### config.mk
export PLATFORM = sky130hd
export DESIGN_NAME = pixel_pipeline
export DESIGN_NICKNAME = d
export VERILOG_FILES = /design/src/design/epd_pkg.sv /design/src/design/pixel_pipeline.sv
export SDC_FILE = /design/constraint.sdc
export NUM_CORES = 1
export LEC_CHECK = 0
export ABC_AREA = 1
export BUFFER_PORTS_ARGS = -buffer_cell sky130_fd_sc_hd__buf_4
export CAP_MARGIN = 20
export CORE_MARGIN = 8
export CORE_UTILIZATION = 52
export CTS_BUF_LIST = sky130_fd_sc_hd__clkbuf_16
export DETAILED_ROUTE_END_ITERATION = 8
export GPL_TIMING_DRIVEN = 0
export PLACE_DENSITY = 0.81
export SLEW_MARGIN = 20
export SYNTH_ARGS = -nofsm -noshare
export SYNTH_HDL_FRONTEND = slang
export SYNTH_SLANG_ARGS = --single-unit
### constraint.sdc
create_clock -name clk -period 3.25 [get_ports clk]
set_input_delay 0.4875 -clock clk [delete_from_list [all_inputs] [get_ports clk]]
set_output_delay 0.4875 -clock clk [all_outputs]
set_load 0.01 [all_outputs]
### src/design/epd_pkg.sv
// EPD controller package with shared widths and the Wishbone register map
package epd_pkg;

    // Pixel and state word geometry
    localparam int PIX_PER_CLK = 4;
    localparam int GRAY_BITS   = 4;
    localparam int FCNT_BITS   = 6;
    // Source gray 3:0, target gray 7:4, frames left 13:8, spare 15:14
    localparam int STATE_BITS  = 16;

    // Waveform table, read side is {sequence, target, source}
    localparam int LUT_ADDR_BITS  = 14;
    // Write side addresses whole bytes of four entries
    localparam int LUT_WADDR_BITS = 12;

    // Scan counters
    localparam int CNT_BITS = 11;

    // Register word addresses
    localparam logic [2:0] REG_CTRL      = 3'd0;
    localparam logic [2:0] REG_HTIM      = 3'd1;
    localparam logic [2:0] REG_HACT      = 3'd2;
    localparam logic [2:0] REG_VTIM      = 3'd3;
    localparam logic [2:0] REG_VACT      = 3'd4;
    localparam logic [2:0] REG_LUTFRAMES = 3'd5;
    localparam logic [2:0] REG_LUTWR     = 3'd6;
    localparam logic [2:0] REG_STATUS    = 3'd7;

endpackage

### src/design/pixel_pipeline.sv
// Pixel pipeline forming waveform addresses, updating pixel states and driving source data
`timescale 1ns/1ps

module pixel_pipeline (
    input  logic                              clk,
    input  logic                              rst,
    input  logic                              pix_accept,
    input  logic [31:0]                       vin_pixel,
    input  logic [63:0]                       bi_pixel,
    input  logic [epd_pkg::FCNT_BITS-1:0]     lut_frames,
    output logic [epd_pkg::LUT_ADDR_BITS-1:0] raddr0,
    output logic [epd_pkg::LUT_ADDR_BITS-1:0] raddr1,
    output logic [epd_pkg::LUT_ADDR_BITS-1:0] raddr2,
    output logic [epd_pkg::LUT_ADDR_BITS-1:0] raddr3,
    input  logic [1:0]                        rdata0,
    input  logic [1:0]                        rdata1,
    input  logic [1:0]                        rdata2,
    input  logic [1:0]                        rdata3,
    output logic [7:0]                        epd_sd,
    output logic [63:0]                       bo_pixel,
    output logic                              bo_valid
);
    import epd_pkg::*;

    localparam int LEFT_LSB = 2 * GRAY_BITS;
    localparam int KEEP_LSB = LEFT_LSB + FCNT_BITS;

    logic [LUT_ADDR_BITS-1:0] addr [PIX_PER_CLK];
    logic [1:0]               lut_code [PIX_PER_CLK];
    logic                     s1_valid;
    logic [15:0]              s1_y4;
    logic [63:0]              s1_state;
    logic [7:0]               sd_next;
    logic [63:0]              bo_next;

    assign {raddr3, raddr2, raddr1, raddr0} = {addr[3], addr[2], addr[1], addr[0]};
    assign {lut_code[3], lut_code[2]} = {rdata3, rdata2};
    assign {lut_code[1], lut_code[0]} = {rdata1, rdata0};

    // Stage 1, table addresses come straight from the incoming state words
    always_ff @(posedge clk) begin
        if (pix_accept) begin
            s1_state <= bi_pixel;
            for (int i = 0; i < PIX_PER_CLK; i++) begin
                s1_y4[i*GRAY_BITS +: GRAY_BITS] <= vin_pixel[i*8 + 8 - GRAY_BITS +: GRAY_BITS];
            end
        end
    end

    always_ff @(posedge clk) begin
        if (rst) begin
            s1_valid <= 1'b0;
        end else begin
            s1_valid <= pix_accept;
        end
    end

    for (genvar i = 0; i < PIX_PER_CLK; i++) begin : g_pix
        logic [STATE_BITS-1:0] st_in;
        logic [STATE_BITS-1:0] st;
        logic [GRAY_BITS-1:0]  src, tgt, y4;
        logic [FCNT_BITS-1:0]  left, left_dec;

        // Sequence counts up as frames left runs down
        assign st_in   = bi_pixel[i*STATE_BITS +: STATE_BITS];
        assign addr[i] = {lut_frames - st_in[LEFT_LSB +: FCNT_BITS],
                          st_in[GRAY_BITS +: GRAY_BITS], st_in[GRAY_BITS-1:0]};

        // Stage 2 state update
        assign st       = s1_state[i*STATE_BITS +: STATE_BITS];
        assign src      = st[GRAY_BITS-1:0];
        assign tgt      = st[GRAY_BITS +: GRAY_BITS];
        assign left     = st[LEFT_LSB +: FCNT_BITS];
        assign left_dec = left - 1'b1;
        assign y4       = s1_y4[i*GRAY_BITS +: GRAY_BITS];

        always_comb begin
            if (left == '0) begin
                sd_next[2*i +: 2] = 2'b00;
                if (y4 != src) begin
                    // New target, start a fresh waveform
                    bo_next[i*STATE_BITS +: STATE_BITS] =
                        {st[STATE_BITS-1:KEEP_LSB], lut_frames, y4, src};
                end else begin
                    bo_next[i*STATE_BITS +: STATE_BITS] = st;
                end
            end else begin
                sd_next[2*i +: 2] = lut_code[i];
                bo_next[i*STATE_BITS +: STATE_BITS] =
                    {st[STATE_BITS-1:KEEP_LSB], left_dec, tgt, (left_dec == '0) ? tgt : src};
            end
        end
    end

    // Output registers, source data idles at zero
    always_ff @(posedge clk) begin
        if (rst) begin
            bo_valid <= 1'b0;
            epd_sd   <= 8'd0;
        end else begin
            bo_valid <= s1_valid;
            epd_sd   <= s1_valid ? sd_next : 8'd0;
        end
    end

    always_ff @(posedge clk) begin
        if (s1_valid) begin
            bo_pixel <= bo_next;
        end
    end

endmodule

==> metrics.cfg <==
[pwr]
power_per_cell_area_nw_per_um2=508
power_frac_comb_pct=18.4
seq_power_share_pct=46.8
leakage_nw=4.69
design_power_total_mw=5.19
internal-power_mw=3.78
p_sw_share_pct=27.3
peakVddDrop_mv=0.330
switchingPower_mw=1.42
clockPowerShare_pct=34.8

[min_path]
whs_path_depth=2
worstHoldStart=rst
hold_path.class=primary input to flop
whs_endpoint=s1_valid

[floorplanning]
die_w_um=138
fp.dieH_um=138
initial_core_util_pct=53.3
row_count=44
io_pins=242
dieArea_um2=19000
core_um2=14500

[cells_and_area]
areaGrowthSynthToFinish_pct=31.9
finalNetCount=1098
fill_cells=1051
layout_commonest_cell=buf_4
most-common-layout-cells=259 x buf_4, 164 x nand2_1, 144 x edfxtp_1, 74 x nand3_1, 70 x inv_1
num_antenna_cells=0
instances_no_fill=1146
fin_area_um2=10200
fin_util_pct=70.3
layout-drive-gt1-share_pct=37.7

[worst_setup_path]
reg2regPathDepth=9
start_kind=primary input
critPathMaxFanout=8
endpoint_kind=output port
r2r_end=bo_pixel[1]
cp.arrival_ns=2.15
r2r-start=s1_state[8]
cp.required_ns=2.76
worstSetupPathType=primary input to output port
r2r_slack_ns=1.32

[clocking]
clkLatencyLatePin_ns=0.42
tritoncts=yes
clk_pin_slew_worst_paths_ns=0.06
cts_root_buf=clkbuf_16
cts_inserted_buffers=17
cts-htree-levels=4
cts_resized=0
cts_num_sinks=154
cts_max_path_buffers=2
cts_setup_buffers=0
cts_hold_buf=0

[sta]
report.final.slew_viol_count=0
slew-limit-headroom_pct=31.7
post-route-period-util_pct=81.2
skew_ns=0.00900
setup_viol=0
finalSetupTns_ns=0
rsz0062_at_grt=no
worst_pin_slew_ns=1.02
hold_viol_final=0
fmax_mhz=379
layout_min_cycle_time_ns=2.64

[detailed_routing]
vias=5794
dr.first_iter.drc_count=421
drtPass1Iterations=7
ant_nets=0
drc=0
wl_per_cell_um=16.7
viasPerCell=5.06
totalWireLength_mm=19.2

[synthesis]
synth_flop_cell=edfxtp_1
synth_edf_count=144
yosysSeqAreaShare_pct=58.4
avgSynthCellArea_um2=11.0
ys_seq_elements=154
ys_types=33
syn_inst=705
async_reset_ff_share_pct=0
ys_warn_count=0
syn_nets=854
netlist_area_um2=7740

[placement]
dp_cells=1114
hpwl_mm=14.6
post_dp_cell_area_um2=9680
gp_congestion=0.895
port_buffers=224

[status]
outcome=finished, final reports clean

[global_route]
grt_pass1_wl_mm=30.6
antenna_found_initial=0
first_global_vias=5916
track_usage_pct=19.9
grt_overflow_total=0
grt_max_degree=82

[run]
drv_cap=0

## layout make-up
cell class                      instances  area (um2)  area share [%]
Timing Repair Buffer                  225        1700            16.7
Sequential cell                       154        4530            44.3
Buffer                                 40         305            2.99
Tap cell                              184         230            2.25
Clock buffer                           17         425            4.16
Clock inverter                         15         113            1.10
Multi-Input combinational cell        431        2610            25.6
Inverter                               80         300            2.94
## critical path, stage by stage
cell and delay (ns):
buf_4 0.08, inv_1 0.24, ha_1 0.33, fa_1 0.42
o21ai_0 0.22, xor2_1 0.22, buf_4 0.16
## through the flow
stage	hold WS, ns	setup slack (ns)
floorplan	0.400	0.992
global placement	0.402	0.0623
detailed placement	0.405	0.636
CTS	0.211	0.586
global route	0.215	0.482
finish	0.225	0.612
## cell families (layout without fill, tap and decap cells)
logic type                 Yosys count  count (layout)  synth area share [%]
and+or+nand+nor                    330             330                  21.0
DFF                                154             154                  58.4
buffers and inverters              120             377                  7.82
xor gates and xnor gates            40              40                  4.62
adders and majority gates           36              36                  6.21
AOI/OAI and AO/OA                   25              25                  1.89
## worst max path at each step
stage / start / end / slack [ns] / depth (start not counted)
after floorplan: s1_valid / epd_sd[0] / 0.99 / 4
after global placement: s1_valid / epd_sd[1] / 0.06 / 4
after detailed placement: lut_frames[0] / raddr1[12] / 0.64 / 7
after CTS: lut_frames[0] / raddr1[12] / 0.59 / 7
after global routing: lut_frames[0] / raddr1[12] / 0.48 / 7
final: lut_frames[0] / raddr1[12] / 0.61 / 7
## power by group through the flow
stage	sequential (mW)	combinational (mW)	clock (mW)
after floorplan	2.50	0.461	0
after global placement	2.48	0.930	0
after detailed placement	2.47	0.959	0
after CTS	2.43	0.966	1.82
after global routing	2.45	1.05	1.90
final	2.43	0.957	1.81
## metal layers
layer  up-vias  GRT usage [%]  wire, um
met5         -              0         0
li1       2838              -         -
met1      2689           23.1      7530
met3        27           5.07      1210
met2       240           35.2     10100
met4         0           6.64       336
## cells in the mapped netlist, types with 4 or more instances
library cell / instances / area, um2
nor2_4: 7 / 78.8
nand2_1: 164 / 616
buf_4: 35 / 263
nor2_2: 16 / 100
fa_1: 4 / 80.1
edfxtp_1: 144 / 4320
o21ai_0: 4 / 20.0
nand3_1: 74 / 370
a21oi_1: 11 / 55.1
dfxtp_1: 10 / 200
nand4_1: 16 / 100
nand3_2: 10 / 100
or2_2: 4 / 25.0
ha_1: 32 / 400
nor2_1: 18 / 67.6
inv_2: 9 / 33.8
nand2_2: 17 / 106
inv_1: 70 / 263
xor2_1: 26 / 228
xnor2_1: 13 / 114
## state kept, by name (all words and copies together), names as in the netlist
| name | flops |
|---|---|
| s1_state | 64 |
| bo_valid | 1 |
| epd_sd | 8 |
| s1_valid | 1 |
| s1_y4 | 16 |
| bo_pixel | 64 |
(Power assumes the default switching activity.)
