`src/design/epd_pkg.sv`:
```
// EPD controller package with shared widths and the Wishbone register map
package epd_pkg;

    // Pixel and state word geometry
    localparam int PIX_PER_CLK = 4;
    localparam int GRAY_BITS   = 4;
    localparam int FCNT_BITS   = 6;
    // Source gray 3:0, target gray 7:4, frames left 13:8, spare 15:14
    localparam int STATE_BITS  = 16;

    // Waveform table, read side is {sequence, target, source}
    localparam int LUT_ADDR_BITS  = 14;
    // Write side addresses whole bytes of four entries
    localparam int LUT_WADDR_BITS = 12;

    // Scan counters
    localparam int CNT_BITS = 11;

    // Register word addresses
    localparam logic [2:0] REG_CTRL      = 3'd0;
    localparam logic [2:0] REG_HTIM      = 3'd1;
    localparam logic [2:0] REG_HACT      = 3'd2;
    localparam logic [2:0] REG_VTIM      = 3'd3;
    localparam logic [2:0] REG_VACT      = 3'd4;
    localparam logic [2:0] REG_LUTFRAMES = 3'd5;
    localparam logic [2:0] REG_LUTWR     = 3'd6;
    localparam logic [2:0] REG_STATUS    = 3'd7;

endpackage

```
`src/design/scan_timing.sv`:
```
// Scan FSM with line and frame counters, region decode and EPD driver control timing
`timescale 1ns/1ps

module scan_timing #(
    parameter int VS_DELAY       = 8,
    parameter int PIPELINE_DELAY = 2
) (
    input  logic        clk,
    input  logic        rst,
    input  logic        enable,
    input  logic        sys_ready,
    input  logic        vin_vsync,
    input  logic [7:0]  hfp,
    input  logic [7:0]  hsync,
    input  logic [7:0]  hbp,
    input  logic [11:0] hact,
    input  logic [7:0]  vfp,
    input  logic [7:0]  vsync,
    input  logic [7:0]  vbp,
    input  logic [11:0] vact,
    output logic        scanning,
    output logic        pix_accept,
    output logic        epd_gdoe,
    output logic        epd_gdclk,
    output logic        epd_gdsp,
    output logic        epd_sdclk,
    output logic        epd_sdle,
    output logic        epd_sdoe,
    output logic        epd_sdce0
);
    import epd_pkg::*;

    localparam logic [1:0] ST_IDLE = 2'd0;
    localparam logic [1:0] ST_WAIT = 2'd1;
    localparam logic [1:0] ST_RUN  = 2'd2;

    logic [1:0]          state;
    logic [CNT_BITS-1:0] h_cnt;
    logic [CNT_BITS-1:0] v_cnt;
    logic [CNT_BITS-1:0] h_sync_start, h_bp_start, h_act_start, htotal;
    logic [CNT_BITS-1:0] v_sync_start, v_bp_start, v_act_start, vtotal;
    logic                running;
    logic                in_hfp, in_hsync, in_hbp, in_hact;
    logic                in_vsync, in_vbp, in_vact;
    logic                h_accept;
    logic                gdclk_q;

    // Region boundaries, fp starts at zero
    assign h_sync_start = CNT_BITS'(hfp);
    assign h_bp_start   = h_sync_start + CNT_BITS'(hsync);
    assign h_act_start  = h_bp_start + CNT_BITS'(hbp);
    assign htotal       = h_act_start + CNT_BITS'(hact);
    assign v_sync_start = CNT_BITS'(vfp);
    assign v_bp_start   = v_sync_start + CNT_BITS'(vsync);
    assign v_act_start  = v_bp_start + CNT_BITS'(vbp);
    assign vtotal       = v_act_start + CNT_BITS'(vact);

    always_ff @(posedge clk) begin
        if (rst) begin
            state <= ST_IDLE;
            h_cnt <= '0;
            v_cnt <= '0;
        end else begin
            case (state)
                ST_IDLE: begin
                    h_cnt <= '0;
                    v_cnt <= '0;
                    if (enable && sys_ready && vin_vsync) begin
                        state <= ST_WAIT;
                    end
                end
                // h_cnt doubles as the vsync delay counter
                ST_WAIT: begin
                    if (h_cnt == CNT_BITS'(VS_DELAY)) begin
                        state <= ST_RUN;
                        h_cnt <= '0;
                    end else begin
                        h_cnt <= h_cnt + 1'b1;
                    end
                end
                ST_RUN: begin
                    if (h_cnt == htotal - 1'b1) begin
                        h_cnt <= '0;
                        if (v_cnt == vtotal - 1'b1) begin
                            state <= ST_IDLE;
                            v_cnt <= '0;
                        end else begin
                            v_cnt <= v_cnt + 1'b1;
                        end
                    end else begin
                        h_cnt <= h_cnt + 1'b1;
                    end
                end
                default: state <= ST_IDLE;
            endcase
        end
    end

    assign scanning = (state != ST_IDLE);
    assign running  = (state == ST_RUN);

    assign in_hfp   = running && (h_cnt < h_sync_start);
    assign in_hsync = running && (h_cnt >= h_sync_start) && (h_cnt < h_bp_start);
    assign in_hbp   = running && (h_cnt >= h_bp_start) && (h_cnt < h_act_start);
    assign in_hact  = running && (h_cnt >= h_act_start);
    assign in_vsync = running && (v_cnt >= v_sync_start) && (v_cnt < v_bp_start);
    assign in_vbp   = running && (v_cnt >= v_bp_start) && (v_cnt < v_act_start);
    assign in_vact  = running && (v_cnt >= v_act_start);

    // Accept window leads horizontal active by the pipeline depth
    assign h_accept = (h_cnt >= h_act_start - CNT_BITS'(PIPELINE_DELAY))
                   && (h_cnt < htotal - CNT_BITS'(PIPELINE_DELAY));
    assign pix_accept = in_vact && h_accept;

    // Gate clock lags the line regions by one cycle
    always_ff @(posedge clk) begin
        if (rst) begin
            gdclk_q <= 1'b0;
        end else begin
            gdclk_q <= in_hsync || in_hbp || in_hact;
        end
    end

    assign epd_gdclk = gdclk_q;
    assign epd_gdoe  = in_vsync || in_vbp || in_vact;
    assign epd_sdoe  = epd_gdoe;
    assign epd_gdsp  = !in_vsync;
    assign epd_sdle  = in_hsync;
    assign epd_sdce0 = !(in_vact && in_hact);
    assign epd_sdclk = (in_hfp || in_hsync || in_hact) ? ~clk : 1'b0;

endmodule

```
`config.mk`:
```
export PLATFORM = sky130hd
export DESIGN_NAME = scan_timing
export DESIGN_NICKNAME = d
export VERILOG_FILES = /design/src/design/epd_pkg.sv /design/src/design/scan_timing.sv
export SDC_FILE = /design/constraint.sdc
export NUM_CORES = 1
export LEC_CHECK = 0
export BUFFER_PORTS_ARGS = -buffer_cell sky130_fd_sc_hd__buf_2
export CORE_MARGIN = 5
export CORE_UTILIZATION = 35
export DETAILED_ROUTE_END_ITERATION = 16
export PLACE_DENSITY = 0.61
export SLEW_MARGIN = 30
export SYNTH_ARGS = -nofsm -noshare
export SYNTH_HDL_FRONTEND = slang
export SYNTH_SLANG_ARGS = --single-unit
```
`constraint.sdc`:
```
create_clock -name clk -period 9.4 [get_ports clk]
set_clock_uncertainty 0.1 [all_clocks]
set_input_delay 1.41 -clock clk [delete_from_list [all_inputs] [get_ports clk]]
set_output_delay 1.41 -clock clk [all_outputs]
set_load 0.01 [all_outputs]
```
==> impl_metrics.json, run 1 <==
{
  "status": "finished clean",
  "max-vdd-ir-drop_mv": 0.09351,
  "syn_area_um2": 6259,
  "endpoint_kind": "primary output",
  "required_ps": 7890,
  "synth_seq_area_share": 0.07997,
  "fp.dieW_um": 143.7,
  "timing.rr.start": "h_cnt[5]",
  "hold_start": "h_cnt[0]",
  "muxShareOfSynthArea": 0.006397,
  "layout_commonest_cell": "ha_1",
  "grt_max_degree": 21,
  "holdCritPathClass": "register to register",
  "cts_resized": 0,
  "synth_compound_area_frac": 0.2159,
  "synth_top_family_by_area": "adder cells",
  "synth_fa_ha_area_frac": 0.3131,
  "syn_area_per_cell_um2": 7.804,
  "clock_latency_ps": 370,
  "via_per_inst": 5.149,
  "fillCellCount": 1876,
  "synth_top_cell_area_share": 0.2939,
  "synth-async-reset-ratio": 0,
  "yosys.area_share.simple": 0.1827,
  "n_antenna_cell": 0,
  "initialDrtViolationCount": 231,
  "final_cells": 1107,
  "worst_ep_arrival_time_ps": 6670,
  "placed_cells": 1100,
  "path_delay_family": "compound AO/OA/AOI/OAI gates",
  "final_area_um2": 7048,
  "critPathSlowestCell": "ha_1",
  "antenna_found_initial": 0,
  "period_minus_slack_ps": 8185,
  "num_rows": 49,
  "path_max_fanout": 7,
  "rrSetupSlack_ps": 6350,
  "postCtsHoldBufs": 0,
  "p_leak_nw": 3.522,
  "reg2reg_to": "v_cnt[9]",
  "synth.distinct_cells": 74,
  "grt_usage": 0.1453,
  "multi_input_area_um2": 5271,
  "synth_xor_area_frac": 0.1242,
  "setup_viol": 0,
  "grt_pass1_vias": 5151,
  "coreArea_um2": 17780,
  "dieArea_um2": 20660,
  "area_growth_pct": 12.61,
  "layout-drive-gt1-share": 0.1207,
  "min_to": "h_cnt[0]",
  "wl_um": 15240,
  "synth_top_area_cell": "ha_1",
  "worst-path-buf-inv": 5,
  "final_nets": 1109,
  "drc": 0,
  "slowest_delay_ps": 410,
  "first_pass_iters": 5,
  "rr_worst_depth": 9,
  "maxCapViolations": 0,
  "timing.fmax_mhz": 122.2,
  "timing.hold.ws_ps": 386.8,
  "synth_area_leaders": "ha_1 29%, dfxtp_1 8.0%, xnor2_1 7.7%",
  "clk_pin_slew_ps": 60,
  "tightest_slew_ps": 747.5,
  "grt_pass1_wl_um": 24540,
  "post-route-util": 0.3964,
  "whs_path_depth": 2,
  "ios": 86,
  "gr-total-overflow": 0,
  "hold_viol_final": 0,
  "tns_ps": 0,
  "dieHeight_um": 143.7,
  "ys.warnings.count": 0,
  "initial_utilization": 0.3520,
  "cts_tree": "built",
  "syn_inst": 802,
  "gp_congestion": 0.8531,
  "wl_per_cell_um": 13.77,
  "crit_path_start_kind": "input pin",
  "cts_setup_buffers": 0,
  "fin_crit_sh": 0.8707,
  "ys_ff_latch": 25,
  "synth_edf_count": 0,
  "slew_viol_final": 0,
  "path_class": "input pin to primary output",
  "drtAntennaViolNets": 0,
  "synthFlopType": "dfxtp_1",
  "rsz0062_at_grt": "false",
  "vias": 5700,
  "maxSlewHeadroom": 0.4981,
  "placed_cell_area_um2": 6890,
  "dp_hpwl_um": 12990,
  "numPortBuffers": 83,
  "p_per_area_nw_per_um2": 204.8,
  "final_cell_mix": "147 x ha_1, 109 x inv_1, 83 x buf_2, 58 x a21oi_1, 55 x xnor2_1",
  "register_area_um2": 500.5,
  "synth.net_count": 1032
}
-- metrics by stage --
stage / total power, mW / setup slack (ps)
6_report: 1.444 / 1215
5_1_grt: 1.610 / 808.9
4_1_cts: 1.455 / 1159
3_5_place_dp: 1.287 / 1170
3_3_place_gp: 1.274 / 1224
2_1_floorplan: 1.066 / 1979
-- worst max-delay path by stage --
| stage | end | from | cells past startpoint | slack, ps |
|---|---|---|---|---|
| after floorplan | pix_accept | hfp[0] | 25 | 1980 |
| after global placement | pix_accept | hfp[0] | 27 | 1220 |
| after detailed placement | pix_accept | hfp[0] | 27 | 1170 |
| after CTS | pix_accept | hfp[0] | 27 | 1160 |
| after global routing | pix_accept | hfp[0] | 27 | 810 |
| final | pix_accept | hfp[0] | 27 | 1220 |
-- registers in the layout, summed over array words and instances (netlist names) --
name and flops:
h_cnt 11, v_cnt 11, state 2, epd_gdclk 1
-- metal layers --
| layer | GRT usage | part of all wire | wire, um | up-vias |
|---|---|---|---|---|
| met5 | 0 | 0 | 0 | - |
| met4 | 0.02081 | 0.0063 | 96 | 0 |
| met3 | 0.01764 | 0.026 | 395 | 8 |
| met2 | 0.2525 | 0.48 | 7259 | 67 |
| met1 | 0.1973 | 0.49 | 7492 | 2609 |
| li1 | - | - | - | 3016 |
-- cells in the mapped netlist (4+ instances only) --
master    number
and3_1         8
inv_1        109
nand2b_1      12
a211o_1        4
and2_1         5
or3_1         10
a211oi_1       5
dfxtp_1       25
mux2i_1        4
nand3_1       28
nor4_1         6
ha_1         147
or4_1          5
xnor2_1       55
a21oi_1       58
xor2_1        28
nand4_1       10
o21bai_1      17
clkbuf_1       6
buf_2          4
nand2_1       31
o211ai_1       8
o21a_1        16
nor2b_1       14
o31ai_1        6
a21o_1        23
o21ai_0       32
nor2_1        35
nor3_1        24
fa_1           6
-- layout make-up --
| cell class | instances | share of cell area |
|---|---|---|
| Inverter | 109 | 0.05805 |
| Timing Repair Buffer | 83 | 0.05929 |
| Clock buffer | 7 | 0.02201 |
| Tap cell | 229 | 0.04065 |
| Sequential cell | 25 | 0.07101 |
| Clock inverter | 1 | 0.001065 |
| Multi-Input combinational cell | 653 | 0.7479 |
-- logic make-up after synthesis --
| family | after synthesis |
|---|---|
| AOI/OAI and AO/OA | 201 |
| xor gates and xnor gates | 85 |
| adders and majority gates | 153 |
| buffers and inverters | 124 |
| DFF | 25 |
| muxes | 4 |
| and+or+nand+nor | 210 |
-- worst register-to-register path, delay by kind of cell (launching register included) --
kind,cells,cell delay [ps]
AO/OA/AOI/OAI,4,610
buffers and inverters,1,230
AND/OR/NAND/NOR,3,1200
flip-flops,1,680
XOR/XNOR,1,180
-- report_power, final --
part | internal, mW | leakage [nW] | switching (mW)
Sequential | 0.111 | 0.202 | 0.00752
Clock | 0.112 | 0.0809 | 0.0467
Combinational | 0.504 | 3.24 | 0.662
Total | 0.727 | 3.52 | 0.717
Power figures use the tool's default switching activity.
==> run 2: changes to the inputs <==
--- a/config.mk
+++ b/config.mk
@@ -6,10 +6,12 @@
 export NUM_CORES = 1
 export LEC_CHECK = 0
 export BUFFER_PORTS_ARGS = -buffer_cell sky130_fd_sc_hd__buf_2
+export CELL_PAD_IN_SITES_DETAIL_PLACEMENT = 0
+export CELL_PAD_IN_SITES_GLOBAL_PLACEMENT = 1
 export CORE_MARGIN = 5
 export CORE_UTILIZATION = 35
 export DETAILED_ROUTE_END_ITERATION = 16
-export PLACE_DENSITY = 0.61
+export PLACE_DENSITY = 0.76
 export SLEW_MARGIN = 30
 export SYNTH_ARGS = -nofsm -noshare
 export SYNTH_HDL_FRONTEND = slang
==> impl_metrics.json, run 2 (synthesized netlist as in run 1, its figures left out) <==
{
  "status": "finished clean",
  "final_nets": 1109,
  "slowest_delay_ps": 410,
  "p_per_area_nw_per_um2": 204.5,
  "grt_pass1_vias": 5249,
  "reg.largest.list": "h_cnt: 11 flops, v_cnt: 11 flops, state: 2 flops",
  "dieHeight_um": 143.7,
  "rrSetupSlack_ps": 6360,
  "p_comb_frac": 0.805,
  "gr-total-overflow": 0,
  "tns_ps": 0,
  "p_seq_frac": 0.082,
  "wl_per_cell_um": 13.94,
  "fillCellCount": 1862,
  "critPathSlowestCell": "ha_1",
  "clock_latency_ps": 380,
  "postCtsHoldBufs": 0,
  "cts_resized": 0,
  "crit_path_start_kind": "input pin",
  "clk_pin_slew_ps": 60,
  "reg2reg_to": "v_cnt[7]",
  "num_rows": 49,
  "drc": 0,
  "path_max_fanout": 7,
  "max-vdd-ir-drop_mv": 0.1029,
  "numPortBuffers": 83,
  "gp_congestion": 0.8156,
  "maxCapViolations": 0,
  "holdCritPathClass": "register to register",
  "ios": 86,
  "min_to": "h_cnt[0]",
  "final_area_um2": 7048,
  "wl_um": 15430,
  "tightest_slew_ps": 680.9,
  "maxSlewHeadroom": 0.5444,
  "area_growth_pct": 12.61,
  "worst_ep_arrival_time_ps": 6670,
  "initialDrtViolationCount": 216,
  "p_int_mw": 0.7271,
  "via_per_inst": 5.005,
  "drtAntennaViolNets": 0,
  "rsz0062_at_grt": "false",
  "p_leak_nw": 3.522,
  "grt_pass1_wl_um": 25420,
  "path_class": "input pin to primary output",
  "placed_cell_area_um2": 6890,
  "timing.fmax_mhz": 122.3,
  "dieArea_um2": 20660,
  "cts_setup_buffers": 0,
  "fp.dieW_um": 143.7,
  "cts_tree": "built",
  "p_sw_frac": 0.4956,
  "endpoint_kind": "primary output",
  "vias": 5540,
  "setup_viol": 0,
  "rr_worst_depth": 9,
  "hold_viol_final": 0,
  "initial_utilization": 0.3520,
  "whs_path_depth": 2,
  "p_sw_mw": 0.7144,
  "antenna_found_initial": 0,
  "multi_input_area_um2": 5271,
  "layout_commonest_cell": "ha_1",
  "final_cell_mix": "147 x ha_1, 109 x inv_1, 83 x buf_2, 58 x a21oi_1, 55 x xnor2_1",
  "required_ps": 7890,
  "timing.rr.start": "h_cnt[5]",
  "layout-drive-gt1-share": 0.1207,
  "p_clk_frac": 0.112,
  "fin_crit_sh": 0.8700,
  "hold_start": "h_cnt[0]",
  "slew_viol_final": 0,
  "dp_hpwl_um": 13180,
  "n_antenna_cell": 0,
  "register_area_um2": 500.5,
  "grt_usage": 0.1514,
  "first_pass_iters": 4,
  "grt_max_degree": 21,
  "coreArea_um2": 17780,
  "period_minus_slack_ps": 8178
}
## run 2: cell counts in the layout (fill, tap and decap cells not counted)
Identical to the previous run, type by type.
## run 2: worst max path at each step
stage            from          to  cells after the start  slack (ps)
3_3_place_gp   hfp[0]  pix_accept                     27        1240
5_1_grt        hfp[0]  pix_accept                     27         720
6_report       hfp[0]  pix_accept                     27        1220
2_1_floorplan  hfp[0]  pix_accept                     25        1980
4_1_cts        hfp[0]  pix_accept                     27        1160
3_5_place_dp   hfp[0]  pix_accept                     27        1180
## run 2: final cells by class
cell class / count / area share
clock buffer: 7 / 0.02201
clock inverter: 1 / 0.001065
inverter: 109 / 0.05805
multi-input combinational: 653 / 0.7479
sequential: 25 / 0.07101
tap: 229 / 0.04065
timing repair buffer: 83 / 0.05929
## run 2: per-layer routing
| metal | part of all wire | wire, um | vias up | track usage |
|---|---|---|---|---|
| met2 | 0.46 | 7108 | 64 | 0.2562 |
| met3 | 0.030 | 469 | 9 | 0.02097 |
| met4 | 0.0078 | 121 | 0 | 0.02329 |
| li1 | - | - | 3019 | - |
| met5 | 0 | 0 | - | 0 |
| met1 | 0.50 | 7733 | 2448 | 0.2091 |
## run 2: per-stage QoR
step / setup slack [ps] / hold WS (ps) / utilization / power [mW] / cells
CTS: 1162 / 396.4 / 0.3964 / 1.454 / 1107
global placement: 1240 / 376.4 / 0.3875 / 1.278 / 1100
global route: 722.8 / 428.9 / 0.3964 / 1.612 / 1107
finish: 1222 / 390.1 / 0.3964 / 1.442 / 1107
floorplan: 1979 / 357.8 / - / 1.066 / 802
detailed placement: 1176 / 388.0 / 0.3875 / 1.283 / 1100
## run 2: critical path: cells and delay by family
kind                       cells  cell delay, ps
AOI/OAI and AO/OA             12            2210
xor gates and xnor gates       3             670
adders and majority gates      5            1600
buffers and inverters          5             590
and+or+nand+nor                2             190
## run 2: power by group through the flow
stage | clock (mW) | sequential (mW) | combinational, mW
global route | 0.172 | 0.119 | 1.32
global placement | 0.000881 | 0.121 | 1.16
floorplan | 0.000545 | 0.119 | 0.947
detailed placement | 0.000881 | 0.121 | 1.16
finish | 0.162 | 0.118 | 1.16
CTS | 0.166 | 0.119 | 1.17
