**src/design/epd_pkg.sv**
```systemverilog
// EPD controller package with shared widths and the Wishbone register map
package epd_pkg;

    // Pixel and state word geometry
    localparam int PIX_PER_CLK = 4;
    localparam int GRAY_BITS   = 4;
    localparam int FCNT_BITS   = 6;
    // Source gray 3:0, target gray 7:4, frames left 13:8, spare 15:14
    localparam int STATE_BITS  = 16;

    // Waveform table, read side is {sequence, target, source}
    localparam int LUT_ADDR_BITS  = 14;
    // Write side addresses whole bytes of four entries
    localparam int LUT_WADDR_BITS = 12;

    // Scan counters
    localparam int CNT_BITS = 11;

    // Register word addresses
    localparam logic [2:0] REG_CTRL      = 3'd0;
    localparam logic [2:0] REG_HTIM      = 3'd1;
    localparam logic [2:0] REG_HACT      = 3'd2;
    localparam logic [2:0] REG_VTIM      = 3'd3;
    localparam logic [2:0] REG_VACT      = 3'd4;
    localparam logic [2:0] REG_LUTFRAMES = 3'd5;
    localparam logic [2:0] REG_LUTWR     = 3'd6;
    localparam logic [2:0] REG_STATUS    = 3'd7;

endpackage

```
**src/design/csr_wb.sv**
```systemverilog
// Wishbone classic register slave holding timing, enable, frame count and table writes
`timescale 1ns/1ps

module csr_wb #(
    parameter logic [7:0]  DEF_HFP   = 8'd2,
    parameter logic [7:0]  DEF_HSYNC = 8'd1,
    parameter logic [7:0]  DEF_HBP   = 8'd2,
    parameter logic [11:0] DEF_HACT  = 12'd40,
    parameter logic [7:0]  DEF_VFP   = 8'd3,
    parameter logic [7:0]  DEF_VSYNC = 8'd1,
    parameter logic [7:0]  DEF_VBP   = 8'd2,
    parameter logic [11:0] DEF_VACT  = 12'd120,
    parameter logic [epd_pkg::FCNT_BITS-1:0] DEF_LUTFRAMES = 6'd20
) (
    input  logic                               clk,
    input  logic                               rst,
    input  logic                               wb_cyc,
    input  logic                               wb_stb,
    input  logic                               wb_we,
    input  logic [2:0]                         wb_adr,
    input  logic [31:0]                        wb_dat_w,
    output logic [31:0]                        wb_dat_r,
    output logic                               wb_ack,
    input  logic                               sys_ready,
    input  logic                               scanning,
    output logic                               enable,
    output logic [7:0]                         hfp,
    output logic [7:0]                         hsync,
    output logic [7:0]                         hbp,
    output logic [11:0]                        hact,
    output logic [7:0]                         vfp,
    output logic [7:0]                         vsync,
    output logic [7:0]                         vbp,
    output logic [11:0]                        vact,
    output logic [epd_pkg::FCNT_BITS-1:0]      lut_frames,
    output logic                               lut_we,
    output logic [epd_pkg::LUT_WADDR_BITS-1:0] lut_waddr,
    output logic [7:0]                         lut_wdata
);
    import epd_pkg::*;

    logic wr_en;

    // One ack per access, the cycle after the request appears
    always_ff @(posedge clk) begin
        if (rst) begin
            wb_ack <= 1'b0;
        end else begin
            wb_ack <= wb_cyc && wb_stb && !wb_ack;
        end
    end

    // Writes land on the acked cycle
    assign wr_en = wb_ack && wb_cyc && wb_stb && wb_we;

    always_ff @(posedge clk) begin
        if (rst) begin
            enable     <= 1'b0;
            {hbp, hsync, hfp} <= {DEF_HBP, DEF_HSYNC, DEF_HFP};
            hact       <= DEF_HACT;
            {vbp, vsync, vfp} <= {DEF_VBP, DEF_VSYNC, DEF_VFP};
            vact       <= DEF_VACT;
            lut_frames <= DEF_LUTFRAMES;
        end else if (wr_en) begin
            case (wb_adr)
                REG_CTRL:      enable <= wb_dat_w[0];
                REG_HTIM:      {hbp, hsync, hfp} <= wb_dat_w[23:0];
                REG_HACT:      hact <= wb_dat_w[11:0];
                REG_VTIM:      {vbp, vsync, vfp} <= wb_dat_w[23:0];
                REG_VACT:      vact <= wb_dat_w[11:0];
                REG_LUTFRAMES: lut_frames <= wb_dat_w[FCNT_BITS-1:0];
                default:       ;
            endcase
        end
    end

    // Table byte write straight from the bus data
    assign lut_we    = wr_en && (wb_adr == REG_LUTWR);
    assign lut_waddr = wb_dat_w[8 +: LUT_WADDR_BITS];
    assign lut_wdata = wb_dat_w[7:0];

    always_comb begin
        case (wb_adr)
            REG_CTRL:      wb_dat_r = {31'd0, enable};
            REG_HTIM:      wb_dat_r = {8'd0, hbp, hsync, hfp};
            REG_HACT:      wb_dat_r = {20'd0, hact};
            REG_VTIM:      wb_dat_r = {8'd0, vbp, vsync, vfp};
            REG_VACT:      wb_dat_r = {20'd0, vact};
            REG_LUTFRAMES: wb_dat_r = {{(32 - FCNT_BITS){1'b0}}, lut_frames};
            REG_STATUS:    wb_dat_r = {30'd0, scanning, sys_ready};
            default:       wb_dat_r = 32'd0;
        endcase
    end

endmodule

```
**config.mk**
```make
export PLATFORM = sky130hd
export DESIGN_NAME = csr_wb
export DESIGN_NICKNAME = d
export VERILOG_FILES = /design/src/design/epd_pkg.sv /design/src/design/csr_wb.sv
export SDC_FILE = /design/constraint.sdc
export NUM_CORES = 1
export LEC_CHECK = 0
export BUFFER_PORTS_ARGS = -buffer_cell sky130_fd_sc_hd__buf_2
export CORE_UTILIZATION = 51
export CTS_CLUSTER_DIAMETER = 30
export DETAILED_ROUTE_END_ITERATION = 16
export PLACE_DENSITY = 0.86
export SETUP_SLACK_MARGIN = 0.5
export SLEW_MARGIN = 20
export SYNTH_ARGS = -nofsm -noshare
export SYNTH_HDL_FRONTEND = slang
export SYNTH_SLANG_ARGS = --single-unit
export TNS_END_PERCENT = 30
```
**constraint.sdc**
```tcl
create_clock -name clk -period 2 [get_ports clk]
set_input_delay 0 -clock clk [delete_from_list [all_inputs] [get_ports clk]]
set_output_delay 0 -clock clk [all_outputs]
set_load 0.01 [all_outputs]
```
==> Implementation_results.wiki, run 1 <==
{| class="wikitable"
! Metric !! Value
|-
| Run status || finished, final reports clean
|-
| Time the final worst path needs with I/O delays and setup || between 1 and 1.5 ns
|-
| Die span in y || 89.2 microns
|-
| Detail Placement HPWL || 7380 microns
|-
| Simple-Gate Fraction of Synth Area || 16.6%
|-
| Synthesis Warnings || 0
|-
| Number of vias in the routed layout || about 3.5k
|-
| Non-filler instance count after layout || 668
|-
| Share of flip-flops with an asynchronous set or reset after synthesis || 0%
|-
| Clock slew at the register clock pins of the worst setup and hold paths || about 0.080 ns
|-
| Data required time of the critical path || approximately 2 ns
|-
| Maxcap violations || 0
|-
| Power density normalized to cell area || about 610 mW/mm^2
|-
| Final hold vios || 0
|-
| Wire length reported by the detailed router || 10400 microns
|-
| Delay-heaviest family, CP || simple AND/OR/NAND/NOR gates
|-
| Total CTS buffers || 9
|-
| Distinct cell type count of the synthesized netlist || 38
|-
| Placement Rows || 31
|-
| Ratio of final minimum period to clock period || 71.5%
|-
| Initial antenna violation count || 0
|-
| Number of search-and-repair iterations in the first detailed-routing pass || 4
|-
| Final core utilization || 68.1%
|-
| Max-slew violations || 0
|-
| Commonest non-fill, non-tap cell in the layout || sky130_fd_sc_hd__buf_2
|-
| Synth-to-Final Area Change || 28.1%
|-
| Adder and majority gate portion of the synthesized area || 0%
|-
| Setup ws final || between 0.5 and 0.6 ns
|-
| Last weighted congestion value of the routability-driven placer || approximately 0.75
|-
| Cells after Synth || just over 400
|-
| Post-synthesis area per instance || roughly 9.4 sq um
|-
| Number of storage elements in the synthesis netlist || 80
|-
| Number of endpoints failing setup at the final stage || 0
|-
| Path type of the worst setup path || flop to primary output
|-
| Wire length per cell || 15.6 microns
|-
| DRC violations left || 0
|-
| Via/cell ratio || around 5.3
|-
| Area occupied by multi-input gates || about 0.0019 sq mm
|-
| Leakage component of the power || about 0.0026 uW
|-
| CTS root buffer || sky130_fd_sc_hd__clkbuf_8
|-
| Share of layout cells above drive strength 1 || between 30% and 40%
|-
| CP arrival || between 1 and 1.5 ns
|-
| Worst-path cell with the longest stage delay || sky130_fd_sc_hd__dfxtp_1
|-
| Footprint of the flip-flops and latches || ~0.0016 sq mm
|-
| Maximum count of clock buffers along a single path || 2
|-
| Final Skew || ~0.0042 ns
|-
| Overall Global Routing Usage || between 20% and 30%
|-
| Count of inserted antenna diode cells || 0
|-
| Critical path buffers and inverters || 2
|-
| Multiplexer fraction of the synthesized cell area || between 20% and 30%
|-
| Crit path capture type || primary output
|-
| Crit Path Max Fanout || 9
|-
| Ports placed on the boundary || between 150 and 200
|-
| Placeable core region || ~0.0073 sq mm
|-
| Number of flops mapped to enable cells by yosys || 0
|-
| Largest family of logic cells by synthesized area || multiplexers
|-
| Biggest area consumer among synthesized cells || sky130_fd_sc_hd__dfxtp_1
|-
| IR drop worst, VDD || roughly 0.00041 V
|-
| Category of the worst setup path launch point || flop
|-
| Unrepaired setup endpoints after global routing || yes
|-
| Sequential cell area fraction in the yosys report || roughly two fifths
|-
| Clock insertion delay at the later pin of the skew report || approximately 0.33 ns
|-
| GR Overflow Total || 0
|-
| Placed Cells || between 600 and 700
|-
| Max Fclk || between 0.6 and 0.7 GHz
|-
| Starting density of the core || between 50% and 60%
|-
| TritonCTS clock tree || yes
|-
| Critical Path Max Stage Delay || between 0.3 and 0.4 ns
|-
| CTS HTree Levels || 3
|-
| Detail Route Antenna Nets || 0
|-
| Accumulated negative setup slack || 0 ns
|-
| Vias in the first global route || roughly 3.3k
|-
| Pin count of the biggest net entering global routing || 68
|-
| Minimum setup slack after placement || roughly 0.38 ns
|-
| Hold Path Class || input pin to flop
|-
| Die area || around 0.0080 sq mm
|-
| Leading cell types in the layout, fill and taps excluded || sky130_fd_sc_hd__buf_2 (157), sky130_fd_sc_hd__nand2_1 (96), sky130_fd_sc_hd__mux2i_1 (83), sky130_fd_sc_hd__dfxtp_1 (80)
|-
| Yosys top cell area share || just over 40%
|-
| Die width || 89.2 microns
|-
| Count of port buffers added during placement || 158
|-
| First-pass GRT wire length || ~16000 microns
|-
| Number of DRC markers after the initial detailed-route iteration || 134
|-
| Area contributors post-synth || sky130_fd_sc_hd__dfxtp_1 (41%), sky130_fd_sc_hd__mux2i_1 (21%), sky130_fd_sc_hd__nand2_1 (9.3%)
|-
| Clock Sinks || 80
|-
| Layout fillers || 597
|-
| Cell breakdown of the critical path || and4_4 -> buf_6 -> and3_1 -> buf_2
|-
| Most instantiated flip-flop cell in the synthesis netlist || sky130_fd_sc_hd__dfxtp_1
|-
| Netlist area before placement || ~0.0039 sq mm
|-
| Number of nets in the layout || slightly above 600
|-
| Complex-gate fraction of the synthesized area || between 7 and 8%
|-
| XOR/XNOR share of the synthesized area || 0%
|}
[repair_timing]
action,CTS,global route
resized for setup,3,6
endpoints found under the setup margin,17,15
setup buffers,0,1
pin swaps,0,0
hold buffers,21,0
cloned,0,0
hold endpoints to repair,49,0
[flip-flops by register name, summed over array words and instances, names as in the netlist]
name and flops:
hact 12, vact 12, hbp 8, hfp 8
hsync 8, vbp 8, vfp 8, vsync 8
lut_frames 6, enable 1, wb_ack 1
[Yosys cell counts (2+ instances only)]
library cell / instances
sky130_fd_sc_hd__a22o_1: 12
sky130_fd_sc_hd__buf_2: 3
sky130_fd_sc_hd__nand2_1: 96
sky130_fd_sc_hd__and2_1: 3
sky130_fd_sc_hd__nand3_1: 2
sky130_fd_sc_hd__buf_4: 34
sky130_fd_sc_hd__nor3b_2: 2
sky130_fd_sc_hd__nor2_1: 21
sky130_fd_sc_hd__a22oi_1: 6
sky130_fd_sc_hd__a21oi_1: 2
sky130_fd_sc_hd__clkbuf_1: 13
sky130_fd_sc_hd__o2bb2ai_1: 3
sky130_fd_sc_hd__nor3_1: 2
sky130_fd_sc_hd__buf_6: 5
sky130_fd_sc_hd__mux2i_1: 83
sky130_fd_sc_hd__nand2_2: 3
sky130_fd_sc_hd__a221o_1: 4
sky130_fd_sc_hd__dfxtp_1: 80
sky130_fd_sc_hd__and3b_1: 3
sky130_fd_sc_hd__mux2_2: 8
sky130_fd_sc_hd__and3_1: 2
sky130_fd_sc_hd__o21ai_0: 7
sky130_fd_sc_hd__nor2b_1: 4
[cells by family (layout without fill, tap and decap cells)]
group	after synthesis	count (layout)
other	1	8
multiplexers	92	92
buffers and inverters	58	207
flip-flops	80	80
AO/OA/AOI/OAI	38	38
AND/OR/NAND/NOR	144	144
[worst min-delay path, stage by stage]
cell                      delay, ns
sky130_fd_sc_hd__buf_2         0.10
sky130_fd_sc_hd__nand2_1       0.12
sky130_fd_sc_hd__mux2i_1       0.09
[routing by layer]
layer	wire length, microns	up-vias	global-route usage [%]
met5	0	-	0
met4	208	0	12.8
met3	577	19	3.51
met2	5370	151	45.9
met1	4290	1683	31.0
li1	-	1683	-
[final cells by class]
cell class / instances / share of cell area [%]
inverter: 2 / 0.151
multi-input combinational: 282 / 38.8
clock inverter: 4 / 0.907
sequential: 80 / 32.2
clock buffer: 11 / 2.85
timing repair buffer: 190 / 22.5
tap: 99 / 2.49
[through the flow]
stage / hold slack, ns / power (uW) / cell area [sq um]
global placement: 0.202 / 1880 / 4540
detailed placement: 0.202 / 1890 / 4540
floorplan: 0.0918 / 1820 / 3910
CTS: 0.0100 / 3050 / 4940
global route: 0.0294 / 3150 / 4970
finish: 0.0232 / 3040 / 4970
[worst paths after layout]
check / start / end / slack [ns] / depth (start not counted)
worst min register to register: wb_ack / wb_ack / 0.46 / 1
worst max-delay path: wb_ack / lut_we / 0.57 / 4
worst max register to register: wb_ack / hact[6] / 0.60 / 5
worst min-delay path: wb_dat_w[7] / hact[7] / 0.02 / 3
[report_power, final]
part	switching, uW	leakage (uW)	internal, uW
logic	172	0.00185	125
registers	2.08	0.000645	1590
clock network	543	0.0000989	599
Power figures use the tool's default switching activity.
==> inputs of run 2 (changes only) <==
--- a/config.mk
+++ b/config.mk
@@ -5,11 +5,12 @@
 export SDC_FILE = /design/constraint.sdc
 export NUM_CORES = 1
 export LEC_CHECK = 0
+export ABC_AREA = 1
 export BUFFER_PORTS_ARGS = -buffer_cell sky130_fd_sc_hd__buf_2
-export CORE_UTILIZATION = 51
+export CORE_UTILIZATION = 44
 export CTS_CLUSTER_DIAMETER = 30
 export DETAILED_ROUTE_END_ITERATION = 16
-export PLACE_DENSITY = 0.86
+export PLACE_DENSITY = 0.77
 export SETUP_SLACK_MARGIN = 0.5
 export SLEW_MARGIN = 20
 export SYNTH_ARGS = -nofsm -noshare
==> constraint.sdc (replaced) <==
create_clock -name clk -period 1.2 [get_ports clk]
set_input_delay 0 -clock clk [delete_from_list [all_inputs] [get_ports clk]]
set_output_delay 0 -clock clk [all_outputs]
set_load 0.01 [all_outputs]
==> run 2 against run 1 <==
  * The flow now finishes with violations (negative setup slack)
  * Die area rose by 26%
  * Critical path depth up 4
  * Sequential share of layout area down 7.2 points
  * Core utilization increased by 5.8 points
  * Clock power grew 96%
  * Clock-buffer cell count decreased by 1
  * Largest power group unchanged
==> Implementation_results.wiki, run 2 <==
{| class="wikitable"
! Metric !! Value
|-
| Number of search-and-repair iterations in the first detailed-routing pass || 6
|-
| Share of flip-flops with an asynchronous set or reset after synthesis || 0%
|-
| Die area || 0.0100 sq mm
|-
| Most instantiated flip-flop cell in the synthesis netlist || sky130_fd_sc_hd__dfxtp_1
|-
| Post-synth top cells || sky130_fd_sc_hd__nand2_1 (204), sky130_fd_sc_hd__nor2_1 (142), sky130_fd_sc_hd__nand3_1 (103)
|-
| Die span in y || around 100 microns
|-
| Biggest area consumer among synthesized cells || sky130_fd_sc_hd__dfxtp_1
|-
| Yosys top cell area share || 37.9%
|-
| Share of layout cells above drive strength 1 || 46.4%
|-
| Maximum count of clock buffers along a single path || 2
|-
| Count of port buffers added during placement || between 150 and 200
|-
| Placement-stage cell area || approximately 0.0053 sq mm
|-
| Max Fclk || between 0.7 and 0.8 GHz
|-
| Placeable core region || just over 0.009 sq mm
|-
| Number of nets in the layout || 883
|-
| DRC violations left || 0
|-
| Max-slew violations || 0
|-
| Post-synthesis area per instance || approximately 6.3 sq um
|-
| Post-layout power || about 5600 uW
|-
| Leakage component of the power || approximately 0.0033 uW
|-
| Most instantiated library cell after synthesis || sky130_fd_sc_hd__nand2_1
|-
| Crit path capture type || flop
|-
| IR drop worst, VDD || slightly above 0.0007 V
|-
| DR WL met3 || between 700 and 800 microns
|-
| Placement Rows || 35
|-
| Clock insertion delay at the later pin of the skew report || 0.34 ns
|-
| Sum of met2 wire segment lengths after detailed routing || around 7600 microns
|-
| Ratio of final minimum period to clock period || 106%
|-
| Cells after Synth || 669
|-
| Minimum setup slack after placement || -0.0240 ns
|-
| Wire length the detailed router placed on met1 || 5950 microns
|-
| Last weighted congestion value of the routability-driven placer || between 0.8 and 0.9
|-
| Final Skew || between 0.01 and 0.015 ns
|-
| Number of flops mapped to enable cells by yosys || 0
|-
| Accumulated negative setup slack || -1.14 ns
|-
| Synth-to-Final Area Change || 62.4%
|-
| Count of inserted antenna diode cells || 0
|-
| Ports placed on the boundary || 175
|-
| Total CTS buffers || 9
|-
| Time the final worst path needs with I/O delays and setup || 1.27 ns
|-
| Detail Placement HPWL || a little over 8000 microns
|-
| Unrepaired setup endpoints after global routing || yes
|-
| Maxcap violations || 0
|-
| Clock slew at the register clock pins of the worst setup and hold paths || 0.09 ns
|-
| Cell area after layout || 0.00686 sq mm
|-
| CP arrival || approximately 1.5 ns
|-
| Crit Path Max Fanout || 13
|-
| Clock Sinks || 80
|-
| Largest registers || hact: 12 flops, vact: 12 flops
|-
| Overall Global Routing Usage || between 20% and 30%
|-
| Initial antenna violation count || 0
|-
| Detail Route Antenna Nets || 0
|-
| Violations in the final reports || negative setup slack
|-
| Number of endpoints failing setup at the final stage || 32
|-
| First-pass GRT wire length || 21800 microns
|-
| Synthesis Warnings || 0
|-
| CTS root buffer || sky130_fd_sc_hd__clkbuf_8
|-
| Category of the worst setup path launch point || flop
|-
| CTS HTree Levels || 3
|-
| Final-layout worst hold slack || around 0.015 ns
|-
| TritonCTS clock tree || yes
|-
| Die width || about 100 microns
|-
| Area contributors post-synth || sky130_fd_sc_hd__dfxtp_1 (38%), sky130_fd_sc_hd__nand2_1 (18%), sky130_fd_sc_hd__nor2_1 (13%)
|-
| Final hold vios || 0
|-
| Power density normalized to cell area || around 820 mW/mm^2
|-
| Data required time of the critical path || 1.43 ns
|-
| Max Used Layer || met4
|-
| Number of DRC markers after the initial detailed-route iteration || around 260
|-
| Wire length per cell || 15.1 microns
|-
| Wire length reported by the detailed router || 14700 microns
|-
| Setup ws final || -0.0723 ns
|-
| Via/cell ratio || approximately 5
|-
| Leading cell types in the layout, fill and taps excluded || sky130_fd_sc_hd__nand2_1 (187), sky130_fd_sc_hd__nor2_1 (137), sky130_fd_sc_hd__buf_6 (88), sky130_fd_sc_hd__buf_2 (74), sky130_fd_sc_hd__dfxtp_2 (73)
|-
| Commonest non-fill, non-tap cell in the layout || sky130_fd_sc_hd__nand2_1
|-
| Number of vias in the routed layout || ~4.9k
|-
| Starting density of the core || 45.5%
|-
| Netlist area before placement || 0.00422 sq mm
|-
| Distinct cell type count of the synthesized netlist || 19
|-
| Sequential cell area fraction in the yosys report || 37.9%
|-
| Hold Path Class || input pin to flop
|-
| Vias in the first global route || 4498
|-
| Path type of the worst setup path || flop to flop
|-
| GR Overflow Total || 0
|-
| Pin count of the biggest net entering global routing || 40
|-
| Run status || complete, but fails checks
|-
| Number of storage elements in the synthesis netlist || 80
|}
run 2: cell types whose count changed after synthesis, moves of 12 or more:
cell                      before  now
sky130_fd_sc_hd__nor2_1       21  142
sky130_fd_sc_hd__nand2_1      96  204
sky130_fd_sc_hd__nand3_1       2  103
sky130_fd_sc_hd__mux2i_1      83    0
sky130_fd_sc_hd__inv_1         1   49
sky130_fd_sc_hd__a22o_1       12    0
run 2: logic make-up (layout without fill, tap and decap cells):
| group | after synthesis | after routing | synth area share (%) |
|---|---|---|---|
| simple gates | 468 | 468 | 46.4 |
| buf+inv | 119 | 288 | 15.5 |
| flops | 80 | 80 | 37.9 |
| other cells | 1 | 8 | 0.0888 |
| compound gates | 1 | 1 | 0.118 |
run 2: through the flow:
| step | std cells | utilization [%] |
|---|---|---|
| CTS | 966 | 70.8 |
| floorplan | 676 | - |
| finish | 974 | 73.9 |
| global route | 974 | 73.9 |
| detailed placement | 926 | 56.6 |
| global placement | 926 | 56.6 |
run 2: metal layers:
metal | vias up | track usage, %
li1 | 2369 | -
met1 | 2264 | 33.4
met2 | 223 | 48.8
met3 | 35 | 4.74
met4 | 0 | 10.5
met5 | - | 0
run 2: timing repair:
item                       4_1_cts  5_1_grt
gates resized for setup        215       35
cloned                           1        6
hold buffers                    19        0
hold endpoints to repair        28        0
setup endpoints to repair      184      185
pin swaps                       81       27
setup buffers                    5        2
run 2: worst paths after layout:
check / start / to / slack, ns / depth (start not counted)
setup reg to reg: wb_ack / vsync[6] / -0.07 / 8
hold / removal: wb_dat_w[16] / hbp[0] / 0.01 / 5
setup / recovery: wb_ack / vsync[6] / -0.07 / 8
hold reg to reg: vfp[0] / vfp[0] / 0.49 / 2
run 2: area by class of cell:
class,instances,area [sq um]
tap,129,161
inverter,53,209
timing repair buffer,220,2170
clock buffer,10,138
fill,684,2420
clock inverter,5,78.8
multi-input combinational,477,2380
sequential,80,1720
run 2: where the power goes:
group          total (uW)  switching, uW  internal, uW
registers            2650           7.42          2640
logic                 715            434           282
clock network        2230           1010          1220
run 2: worst max-delay path, cell delays in order (launching register included):
cell,delay [ns]
sky130_fd_sc_hd__dfxtp_2,0.36
sky130_fd_sc_hd__nand2_4,0.06
sky130_fd_sc_hd__nor2_4,0.12
sky130_fd_sc_hd__buf_12,0.15
sky130_fd_sc_hd__buf_12,0.13
sky130_fd_sc_hd__buf_12,0.14
sky130_fd_sc_hd__nand3_2,0.07
sky130_fd_sc_hd__nand2_1,0.08
sky130_fd_sc_hd__nor2_1,0.05
